## src/design/video_pkg.sv

```systemverilog
//////////////////////////////
// video timing package
// coordinate type and test-mode display timing
//////////////////////////////
package video_pkg;

    // signed so blanking can sit left of or above the origin
    typedef logic signed [15:0] coord_t;

    // horizontal timing in pixel clocks, 40 per line
    parameter int H_RES  = 32;  // visible pixels
    parameter int H_FP   = 2;   // front porch
    parameter int H_SYNC = 4;   // sync pulse
    parameter int H_BP   = 2;   // back porch

    // vertical timing in lines, 28 per frame
    parameter int V_RES  = 24;  // visible lines
    parameter int V_FP   = 1;
    parameter int V_SYNC = 2;
    parameter int V_BP   = 1;

    // sync polarity
    parameter logic SYNC_ACT = 1'b0;  // hsync and vsync active low

    // display_timing output to pins
    // bank read, index reg, colour reg
    parameter int PIPE_LAT = 3;

endpackage

```

## src/design/fb_pkg.sv

```systemverilog
//////////////////////////////
// framebuffer package
// geometry, colour types, palette and LFSR constants
//////////////////////////////
package fb_pkg;

    // framebuffer geometry, shown top left
    parameter int FB_WIDTH  = 16;
    parameter int FB_HEIGHT = 12;
    parameter int FB_PIXELS = FB_WIDTH * FB_HEIGHT;  // 192

    typedef logic [7:0]  fb_addr_t;  // linear pixel address
    typedef logic [3:0]  cidx_t;     // colour index into palette
    typedef logic [11:0] colr_t;     // {red, green, blue}, 4 bits each

    // 16-entry colour lookup table
    // entry 0 is not black so painted pixels differ from the border
    parameter colr_t PALETTE [16] = '{
        12'h112,  // 0 navy
        12'h235,  // 1 dark blue
        12'h725,  // 2 plum
        12'h085,  // 3 dark green
        12'hA53,  // 4 brown
        12'h655,  // 5 grey brown
        12'hCCC,  // 6 light grey
        12'hFFE,  // 7 off white
        12'hF05,  // 8 red
        12'hFA0,  // 9 orange
        12'hFE3,  // 10 yellow
        12'h0E3,  // 11 green
        12'h2AF,  // 12 sky blue
        12'h879,  // 13 lavender
        12'hF7A,  // 14 pink
        12'hFCA   // 15 peach, fade colour
    };

    parameter cidx_t FADE_CIDX = 4'd15;  // painted by the fade

    // x^8 + x^6 + x^5 + x^4 + 1, maximal length 255
    parameter fb_addr_t LFSR_TAPS = 8'b1011_1000;
    parameter fb_addr_t LFSR_SEED = 8'd1;  // any non-zero value works

endpackage

```

## src/design/fb_bank_if.sv

```systemverilog
//////////////////////////////
// framebuffer bank interface
// write port and read port of one bank
//////////////////////////////
`timescale 1ns/10ps

interface fb_bank_if #(
    parameter int LAW = 6  // bank-local address width
);
    logic              we;     // write strobe
    logic [LAW-1:0]    waddr;  // bank-local write address
    fb_pkg::cidx_t     wdata;
    logic [LAW-1:0]    raddr;  // bank-local read address
    fb_pkg::cidx_t     rdata;  // valid one cycle after raddr

    modport router (output we, waddr, wdata);
    modport reader (output raddr, input rdata);
    modport bank   (input we, waddr, wdata, raddr, output rdata);
endinterface

```

## src/design/display_timing.sv

```systemverilog
//////////////////////////////
// display timing generator
// coordinates, syncs, data enable and frame pulse
//////////////////////////////
`timescale 1ns/10ps

module display_timing #(
    parameter int H_RES  = video_pkg::H_RES,
    parameter int H_FP   = video_pkg::H_FP,
    parameter int H_SYNC = video_pkg::H_SYNC,
    parameter int H_BP   = video_pkg::H_BP,
    parameter int V_RES  = video_pkg::V_RES,
    parameter int V_FP   = video_pkg::V_FP,
    parameter int V_SYNC = video_pkg::V_SYNC,
    parameter int V_BP   = video_pkg::V_BP
) (
    input  logic               clk_pix,
    input  logic               rst_n,
    output video_pkg::coord_t  sx,     // column, 0 is first visible
    output video_pkg::coord_t  sy,     // line, 0 is first visible
    output logic               hsync,
    output logic               vsync,
    output logic               de,     // visible area
    output logic               frame   // last cycle of the frame
);
    localparam int H_TOTAL = H_RES + H_FP + H_SYNC + H_BP;
    localparam int V_TOTAL = V_RES + V_FP + V_SYNC + V_BP;
    localparam int HS_STA  = H_RES + H_FP;  // first sync column
    localparam int HS_END  = HS_STA + H_SYNC;
    localparam int VS_STA  = V_RES + V_FP;
    localparam int VS_END  = VS_STA + V_SYNC;

    localparam video_pkg::coord_t H_LAST = video_pkg::coord_t'(H_TOTAL - 1);
    localparam video_pkg::coord_t V_LAST = video_pkg::coord_t'(V_TOTAL - 1);
    localparam video_pkg::coord_t ONE    = video_pkg::coord_t'(1);

    video_pkg::coord_t sx_nxt, sy_nxt;
    logic              line_end;

    // next position, outputs are decoded from it so all stay aligned
    always_comb begin
        line_end = (sx == H_LAST);
        sx_nxt   = line_end ? '0 : sx + ONE;
        sy_nxt   = sy;
        if (line_end) begin
            sy_nxt = (sy == V_LAST) ? '0 : sy + ONE;  // wrap at frame end
        end
    end

    always_ff @(posedge clk_pix) begin
        if (!rst_n) begin
            sx    <= H_LAST;  // park on last cycle, (0,0) comes next
            sy    <= V_LAST;
            hsync <= ~video_pkg::SYNC_ACT;
            vsync <= ~video_pkg::SYNC_ACT;
            de    <= 1'b0;
            frame <= 1'b0;
        end else begin
            sx    <= sx_nxt;
            sy    <= sy_nxt;
            hsync <= (sx_nxt >= HS_STA && sx_nxt < HS_END) ?
                     video_pkg::SYNC_ACT : ~video_pkg::SYNC_ACT;
            vsync <= (sy_nxt >= VS_STA && sy_nxt < VS_END) ?
                     video_pkg::SYNC_ACT : ~video_pkg::SYNC_ACT;
            de    <= (sx_nxt < H_RES) && (sy_nxt < V_RES);  // counters never negative
            frame <= (sx_nxt == H_LAST) && (sy_nxt == V_LAST);
        end
    end

    // every hsync pulse is exactly H_SYNC clocks wide
    assert property (@(posedge clk_pix) disable iff (!rst_n)
        $fell(hsync) |-> (!hsync) [*H_SYNC] ##1 hsync)
        else $error("hsync low pulse differs from %0d cycles", H_SYNC);

endmodule

```

## src/design/fade_ctrl.sv

```systemverilog
//////////////////////////////
// fizzlefade controller
// paints LFSR-chosen pixels after a frame delay
//////////////////////////////
`timescale 1ns/10ps

module fade_ctrl #(
    parameter int FADE_WAIT = 600,   // frames before fading starts
    parameter int FADE_RATE = 3200   // cycles between fade writes
) (
    input  logic              clk_pix,
    input  logic              rst_n,
    input  logic              frame,      // end of frame pulse
    input  logic              fade_en,
    output logic              fade_we,    // one-cycle write strobe
    output fb_pkg::fb_addr_t  fade_addr,
    output fb_pkg::cidx_t     fade_cidx,
    output logic              fade_done
);
    localparam int WAIT_W = (FADE_WAIT > 1) ? $clog2(FADE_WAIT) : 1;
    localparam int RATE_W = (FADE_RATE > 1) ? $clog2(FADE_RATE) : 1;
    localparam int LW     = $bits(fb_pkg::fb_addr_t);

    typedef enum logic [1:0] {IDLE, WAITING, FADING, DONE} state_t;

    state_t            state;
    logic [WAIT_W-1:0] cnt_wait;  // frames seen
    logic [RATE_W-1:0] cnt_rate;  // cycles since last write
    fb_pkg::fb_addr_t  lfsr, lfsr_nxt;
    logic              tick;

    // fibonacci step, shift left with xor feedback
    always_comb begin
        lfsr_nxt = {lfsr[LW-2:0], ^(lfsr & fb_pkg::LFSR_TAPS)};
        tick     = (state == FADING) && (cnt_rate == RATE_W'(FADE_RATE - 1));
    end

    always_ff @(posedge clk_pix) begin
        if (!rst_n || !fade_en) begin  // dropping fade_en restarts from scratch
            state    <= IDLE;
            cnt_wait <= '0;
            cnt_rate <= '0;
            lfsr     <= fb_pkg::LFSR_SEED;
            fade_we  <= 1'b0;
        end else begin
            fade_we <= tick;
            case (state)
                IDLE:    state <= WAITING;
                WAITING: if (frame) begin
                    cnt_wait <= cnt_wait + 1'b1;
                    if (cnt_wait == WAIT_W'(FADE_WAIT - 1)) state <= FADING;
                end
                FADING: begin
                    cnt_rate <= tick ? '0 : cnt_rate + 1'b1;
                    if (tick) begin
                        lfsr <= lfsr_nxt;
                        // back at the seed, all 255 values written
                        if (lfsr_nxt == fb_pkg::LFSR_SEED) state <= DONE;
                    end
                end
                default: state <= DONE;  // hold until fade_en drops
            endcase
        end
    end

    // write payload, current LFSR value before the step
    always_ff @(posedge clk_pix) begin
        if (tick) begin
            fade_addr <= lfsr;
            fade_cidx <= fb_pkg::FADE_CIDX;
        end
    end

    assign fade_done = (state == DONE);

endmodule

```

## src/design/fb_write_router.sv

```systemverilog
//////////////////////////////
// framebuffer write router
// host/fade arbitration and bank steering
//////////////////////////////
`timescale 1ns/10ps

module fb_write_router #(
    parameter int N_BANKS = 4
) (
    input  logic              clk_pix,
    input  logic              rst_n,
    input  logic              wr_en,      // host, always wins
    input  fb_pkg::fb_addr_t  wr_addr,
    input  fb_pkg::cidx_t     wr_cidx,
    input  logic              fade_we,
    input  fb_pkg::fb_addr_t  fade_addr,
    input  fb_pkg::cidx_t     fade_cidx,
    fb_bank_if.router         banks [N_BANKS]
);
    localparam int BANK_W = (N_BANKS > 1) ? $clog2(N_BANKS) : 1;
    localparam int LAW    = $bits(fb_pkg::fb_addr_t) - $clog2(N_BANKS);

    logic              pend_v;  // fade write held back by the host
    fb_pkg::fb_addr_t  pend_addr;
    fb_pkg::cidx_t     pend_cidx;
    logic              w_en, w_ok;
    fb_pkg::fb_addr_t  w_addr;
    fb_pkg::cidx_t     w_cidx;
    logic [BANK_W-1:0] w_bank;
    logic [LAW-1:0]    w_local;

    // priority host, then pending fade, then new fade
    always_comb begin
        w_en   = fade_we;
        w_addr = fade_addr;
        w_cidx = fade_cidx;
        if (pend_v) begin
            w_en   = 1'b1;
            w_addr = pend_addr;
            w_cidx = pend_cidx;
        end
        if (wr_en) begin
            w_en   = 1'b1;
            w_addr = wr_addr;
            w_cidx = wr_cidx;
        end
        w_ok    = w_en && (w_addr < fb_pkg::FB_PIXELS);  // drop off-screen
        w_bank  = BANK_W'(w_addr % N_BANKS);             // interleave on low bits
        w_local = LAW'(w_addr / N_BANKS);
    end

    always_ff @(posedge clk_pix) begin
        if (!rst_n) pend_v <= 1'b0;
        else if (wr_en) pend_v <= pend_v | fade_we;  // host busy, keep or take
        else pend_v <= pend_v & fade_we;             // drained, refill if new strobe
    end

    always_ff @(posedge clk_pix) begin
        if (fade_we && (wr_en || pend_v)) begin
            pend_addr <= fade_addr;
            pend_cidx <= fade_cidx;
        end
    end

    for (genvar g = 0; g < N_BANKS; g++) begin : g_bank
        assign banks[g].we    = w_ok && (w_bank == BANK_W'(g));
        assign banks[g].waddr = w_local;  // shared, only one bank strobed
        assign banks[g].wdata = w_cidx;
    end

endmodule

```

## src/design/fb_bank.sv

```systemverilog
//////////////////////////////
// framebuffer bank
// simple dual-port RAM, registered read
//////////////////////////////
`timescale 1ns/10ps

module fb_bank #(
    parameter int DEPTH = 48  // indexes held by this bank
) (
    input  logic       clk_pix,
    fb_bank_if.bank    port
);
    fb_pkg::cidx_t mem [DEPTH];  // contents undefined until written

    // read sees old data when both ports hit one address
    always_ff @(posedge clk_pix) begin
        if (port.we) begin
            mem[port.waddr] <= port.wdata;
        end
        port.rdata <= mem[port.raddr];  // one cycle read latency
    end

endmodule

```

## src/design/pixel_pipe.sv

```systemverilog
//////////////////////////////
// pixel pipeline
// bank read, palette lookup, sync alignment
//////////////////////////////
`timescale 1ns/10ps

module pixel_pipe #(
    parameter int N_BANKS = 4
) (
    input  logic               clk_pix,
    input  logic               rst_n,
    input  video_pkg::coord_t  sx,
    input  video_pkg::coord_t  sy,
    input  logic               hsync,
    input  logic               vsync,
    input  logic               de,
    input  logic               frame,
    fb_bank_if.reader          banks [N_BANKS],
    output logic               hsync_o,
    output logic               vsync_o,
    output logic               de_o,
    output logic [3:0]         red,
    output logic [3:0]         green,
    output logic [3:0]         blue
);
    localparam int BANK_W = (N_BANKS > 1) ? $clog2(N_BANKS) : 1;
    localparam int LAW    = $bits(fb_pkg::fb_addr_t) - $clog2(N_BANKS);
    localparam int LAT    = video_pkg::PIPE_LAT;

    logic              paint;          // inside framebuffer area
    fb_pkg::fb_addr_t  rd_addr;        // linear read address
    logic [BANK_W-1:0] rd_bank, bank_d1;
    logic [LAW-1:0]    rd_local;
    fb_pkg::cidx_t     rdata_all [N_BANKS];
    fb_pkg::cidx_t     rd_sel, cidx_q;
    fb_pkg::colr_t     colr;
    logic              paint_d1, paint_d2;
    logic [LAT-1:0]    hs_sr, vs_sr, de_sr;  // sync delay lines

    always_comb begin
        paint    = (sx >= 0) && (sx < fb_pkg::FB_WIDTH) &&
                   (sy >= 0) && (sy < fb_pkg::FB_HEIGHT);
        rd_bank  = BANK_W'(rd_addr % N_BANKS);
        rd_local = LAW'(rd_addr / N_BANKS);
        rd_sel   = rdata_all[bank_d1];          // bank picked a cycle late
        colr     = fb_pkg::PALETTE[cidx_q];     // async CLUT
    end

    // address follows the raster through the painted area
    always_ff @(posedge clk_pix) begin
        if (!rst_n || frame) rd_addr <= '0;  // restart for the next frame
        else if (paint) rd_addr <= rd_addr + 1'b1;
    end

    for (genvar g = 0; g < N_BANKS; g++) begin : g_bank
        assign banks[g].raddr = rd_local;  // all banks read in step
        assign rdata_all[g]   = banks[g].rdata;
    end

    always_ff @(posedge clk_pix) begin
        bank_d1 <= rd_bank;  // lines up with rdata
        cidx_q  <= rd_sel;   // breaks RAM to CLUT path
    end

    always_ff @(posedge clk_pix) begin
        if (!rst_n) begin
            paint_d1 <= 1'b0;
            paint_d2 <= 1'b0;
            hs_sr    <= {LAT{~video_pkg::SYNC_ACT}};
            vs_sr    <= {LAT{~video_pkg::SYNC_ACT}};
            de_sr    <= '0;
            {red, green, blue} <= '0;
        end else begin
            paint_d1 <= paint;
            paint_d2 <= paint_d1;
            hs_sr    <= {hs_sr[LAT-2:0], hsync};
            vs_sr    <= {vs_sr[LAT-2:0], vsync};
            de_sr    <= {de_sr[LAT-2:0], de};
            {red, green, blue} <= paint_d2 ? colr : '0;  // black border
        end
    end

    assign hsync_o = hs_sr[LAT-1];
    assign vsync_o = vs_sr[LAT-1];
    assign de_o    = de_sr[LAT-1];

    // painted pixels must come from loaded memory
    assert property (@(posedge clk_pix) disable iff (!rst_n)
        paint_d1 |-> !$isunknown(rd_sel))
        else $error("unknown framebuffer data in painted area");

endmodule

```

## src/design/fb_display_top.sv

```systemverilog
//////////////////////////////
// framebuffer display top level
// timing, fade, write router, banks and pixel pipe
//////////////////////////////
`timescale 1ns/10ps

module fb_display_top #(
    parameter int N_BANKS   = 4,     // power of two
    parameter int FADE_WAIT = 600,   // frames
    parameter int FADE_RATE = 3200   // cycles
) (
    input  logic              clk_pix,
    input  logic              rst_n,
    input  logic              wr_en,     // host write strobe
    input  fb_pkg::fb_addr_t  wr_addr,
    input  fb_pkg::cidx_t     wr_cidx,
    input  logic              fade_en,
    output logic              hsync,
    output logic              vsync,
    output logic              de,
    output logic [3:0]        red,
    output logic [3:0]        green,
    output logic [3:0]        blue,
    output logic              fade_done
);
    localparam int LAW   = $bits(fb_pkg::fb_addr_t) - $clog2(N_BANKS);
    localparam int DEPTH = fb_pkg::FB_PIXELS / N_BANKS;  // per bank

    video_pkg::coord_t sx, sy;
    logic              t_hsync, t_vsync, t_de, frame;  // raw timing
    logic              fade_we;
    fb_pkg::fb_addr_t  fade_addr;
    fb_pkg::cidx_t     fade_cidx;

    fb_bank_if #(.LAW(LAW)) bank_bus [N_BANKS] ();

    display_timing #(
        .H_RES(video_pkg::H_RES), .H_FP(video_pkg::H_FP),
        .H_SYNC(video_pkg::H_SYNC), .H_BP(video_pkg::H_BP),
        .V_RES(video_pkg::V_RES), .V_FP(video_pkg::V_FP),
        .V_SYNC(video_pkg::V_SYNC), .V_BP(video_pkg::V_BP)
    ) display_timing_i (
        .clk_pix, .rst_n, .sx, .sy,
        .hsync(t_hsync), .vsync(t_vsync), .de(t_de), .frame
    );

    fade_ctrl #(.FADE_WAIT(FADE_WAIT), .FADE_RATE(FADE_RATE)) fade_ctrl_i (
        .clk_pix, .rst_n, .frame, .fade_en,
        .fade_we, .fade_addr, .fade_cidx, .fade_done
    );

    fb_write_router #(.N_BANKS(N_BANKS)) fb_write_router_i (
        .clk_pix, .rst_n, .wr_en, .wr_addr, .wr_cidx,
        .fade_we, .fade_addr, .fade_cidx, .banks(bank_bus)
    );

    for (genvar g = 0; g < N_BANKS; g++) begin : g_bank
        fb_bank #(.DEPTH(DEPTH)) fb_bank_i (.clk_pix, .port(bank_bus[g]));
    end

    pixel_pipe #(.N_BANKS(N_BANKS)) pixel_pipe_i (
        .clk_pix, .rst_n, .sx, .sy,
        .hsync(t_hsync), .vsync(t_vsync), .de(t_de), .frame,
        .banks(bank_bus),
        .hsync_o(hsync), .vsync_o(vsync), .de_o(de),
        .red, .green, .blue
    );

endmodule

```

## config.mk

```make
export PLATFORM = sky130hd
export DESIGN_NAME = fb_display_top
export DESIGN_NICKNAME = d
export VERILOG_FILES = /design/src/design/video_pkg.sv /design/src/design/fb_pkg.sv /design/src/design/fb_bank_if.sv /design/src/design/display_timing.sv /design/src/design/fade_ctrl.sv /design/src/design/fb_write_router.sv /design/src/design/fb_bank.sv /design/src/design/pixel_pipe.sv /design/src/design/fb_display_top.sv
export SDC_FILE = /design/constraint.sdc
export NUM_CORES = 1
export LEC_CHECK = 0
export BUFFER_PORTS_ARGS = -buffer_cell sky130_fd_sc_hd__buf_2
export CAP_MARGIN = 20
export CORE_ASPECT_RATIO = 1.5
export CORE_MARGIN = 2
export CORE_UTILIZATION = 35
export DETAILED_ROUTE_END_ITERATION = 10
export GPL_TIMING_DRIVEN = 0
export PLACE_DENSITY = 0.61
export SYNTH_ARGS = -nofsm -noshare
export SYNTH_HDL_FRONTEND = slang
export SYNTH_SLANG_ARGS = --single-unit
```

## constraint.sdc

```tcl
create_clock -name clk_pix -period 3.8 [get_ports clk_pix]
set_input_delay 0.19 -clock clk_pix [delete_from_list [all_inputs] [get_ports clk_pix]]
set_output_delay 0.19 -clock clk_pix [all_outputs]
set_load 0.02 [all_outputs]
```

==> metrics.yaml <==
global_route:
  grt_pass1_vias: 19603
  grt_use_total_pct: 17.2
  grt.overflow.total: 0
  antenna_found_initial: 0
  grt_pass1_wl_um: 131000
  grt_max_degree: 98
synthesis:
  synth_warnings: 0
  synth_most_common_cell: "edfxtp_1"
  async_flop_share_pct: 0
  synth.top_cell.area_share_pct: 65.0
  synth_ff_type: "edfxtp_1"
  ys_seq_area_share_pct: 71.8
  synthTopCellsByArea: "edfxtp_1, mux4_2, dfxtp_1"
  synth_top_area_cell: "edfxtp_1"
  synth_common_cells: "edfxtp_1, nor2_1, mux4_2, dfxtp_1, nand2_1"
  synth.distinct_cells: 60
  postSynthCellCount: 2046
  synth_nets: 2076
  syn_area_per_cell_um2: 17.7
  synth-seq-cells: 907
  synth_area_um2: 36200
  synth_edf_count: 784
timing:
  tightest_slew_ns: 1.11
  finalCriticalPeriod_ns: 3.66
  rsz0062_at_grt: "no"
  setup_viol: 0
  final_max_slew_viol_count: 0
  clock.fmax_ghz: 0.273
  hold_violations: 0
  max_slew_margin_pct: 25.6
  fin_skew_ns: 0.0347
  hold_slack_ns: 0.0641
  min_period_over_period_pct: 96.2
final_layout:
  nFillCells: 9179
  area_growth_pct: 14.2
  nNetsFinal: 2212
  fin_util_pct: 40.3
  drive_gt1_share_pct: 20.8
  num_antenna_cells: 0
routing:
  avgViaCountPerCell: 5.25
  drt_first_pass_iters: 5
  drc: 0
  num_vias: 18736
  antenna_left: 0
  drt-initial-drc-count: 1567
  wl_per_cell_um: 25.2
  wl_um: 89900
pwr:
  power_density_nw_per_um2: 509
  vdd_drop_max_uv: 382
  leakage_nw: 12.4
floorplan:
  start_util_pct: 35.3
  fp.dieArea_um2: 106000
  fp.dieW_um: 267
  die_h_um: 398
  ios: 32
  fp-row-count: 144
  coreArea_um2: 103000
placed_design:
  io_buffers: 31
  hpwl_um: 64500
  finalWeightedCongestion: 0.843
clock_tree:
  clockBufferDepth: 3
  cts-root-buf: "clkbuf_16"
  cts_buffers: 86
  htreeDepth: 3
  cts_tree: "done"
  post_cts_buffers: 0
  clock_latency_ns: 0.68
  clk_pin_slew_ns: 0.07
  cts_sinks: 907
job:
  drv_cap: 0
worst_setup_path:
  crit_path_start_kind: "flip-flop"
  crit_path_max_fanout: 10
  path_class: "reg -> reg"
  r2r_slack_ns: 0.14
  crit_arrival_ns: 4.00
  cp_data_required_time_ns: 4.14
  r2r_cells: 7
  cp-end-kind: "flip-flop"
worst_hold_path:
  hold_depth: 2
  hold_class: "in -> reg"
run_status:
  status: "completed"
==> power breakdown <==
part | internal (mW) | switching (mW)
clock network | 5.14 | 3.83
registers | 10.9 | 0.0762
logic | 0.366 | 0.731
==> metrics by stage <==
step	power (mW)	TNS (ns)	area (um2)	worst slack [ns]	cells
after floorplan	11.9	0	36200	0.0446	2046
after global placement	12.3	-2154.05	38000	-2.96	3391
after detailed placement	12.3	-0.290	38300	-0.0604	3402
after CTS	21.2	0	41300	0.204	3566
after global routing	21.7	0	41400	0.0985	3569
final	21.0	0	41400	0.143	3569
==> critical path, stage by stage (launching register included) <==
cell      delay [ns]
dfxtp_1         0.37
buf_2           0.27
mux2i_1         0.30
o21ai_0         0.14
nand3_1         0.25
clkbuf_1        0.78
buf_1           0.88
nor2_1          0.33
==> state kept, by name (all words and copies together) (netlist names), 8 cells and up <==
signal                       cells
g_bank.fb_bank_i.mem           768
fb_write_router_i.pend_addr      8
fade_ctrl_i.cnt_wait            10
display_timing_i.sy             16
pixel_pipe_i.rd_addr             8
fade_ctrl_i.fade_addr            8
display_timing_i.sx             16
fade_ctrl_i.lfsr                 8
fade_ctrl_i.cnt_rate            12
g_bank.fb_bank_i.port.rdata     16
==> path summary, 6_finish.rpt <==
path | start | to
max reg2reg | fb_write_router_i.pend_v$_SDFF_PN0_ | g_bank[1].fb_bank_i.mem[16][3]$_DFFE_PP_
min | wr_cidx[3] | g_bank[3].fb_bank_i.mem[1][3]$_DFFE_PP_
max | fb_write_router_i.pend_v$_SDFF_PN0_ | g_bank[1].fb_bank_i.mem[16][3]$_DFFE_PP_
min reg2reg | pixel_pipe_i.hs_sr[1]$_SDFF_PN1_ | pixel_pipe_i.hs_sr[2]$_SDFF_PN1_
==> logic make-up after synthesis <==
kind of cell | after synthesis | synth area share [%]
AO/OA/AOI/OAI | 97 | 1.62
multiplexers | 282 | 16.2
adder cells (fa/ha/maj) | 14 | 0.483
AND/OR/NAND/NOR | 560 | 7.01
buffers and inverters | 125 | 1.42
flip-flops | 907 | 71.8
XOR/XNOR | 61 | 1.47
==> routing by layer <==
metal	GRT usage, %	share of wire [%]	wire [um]
met5	0	0	0
met2	32.3	56	50100
met3	2.57	4.5	4030
met1	18.3	34	31000
met4	9.22	5.4	4820
==> cells in the final DEF (no fill, tap or decap), types with 11 or more instances in the layout <==
cell,count
nand3_1,30
ha_1,14
and3_1,13
buf_2,53
dfxtp_1,123
and2_1,15
clkbuf_1,86
buf_1,14
nand2b_1,13
o21a_1,11
clkinv_1,14
o21ai_0,36
nand4_1,15
mux4_2,244
a21oi_1,25
bufinv_16,13
xor2_1,38
mux2i_1,37
clkbuf_16,87
nor2_1,285
nand2_1,120
nor3_1,18
clkinv_2,16
xnor2_1,23
edfxtp_1,784
==> layout make-up <==
cell class                      instances  area, um2  share of cell area (%)
Inverter                               10       37.5                  0.0907
Buffer                                115        478                    1.16
Sequential cell                       907      26000                    62.9
Tap cell                             1314       1640                    3.97
Multi-Input combinational cell       1014       9740                    23.5
Clock buffer                           97       2210                    5.35
Timing Repair Buffer                   48        495                    1.20
Clock inverter                         64        754                    1.82
==> repair_timing <==
item | in CTS | in global routing
setup endpoints to repair | 0 | 0
hold buffers | 3 | 0
gates resized for setup | 0 | 0
hold endpoints to repair | 32 | 0
(Power assumes the default switching activity.)
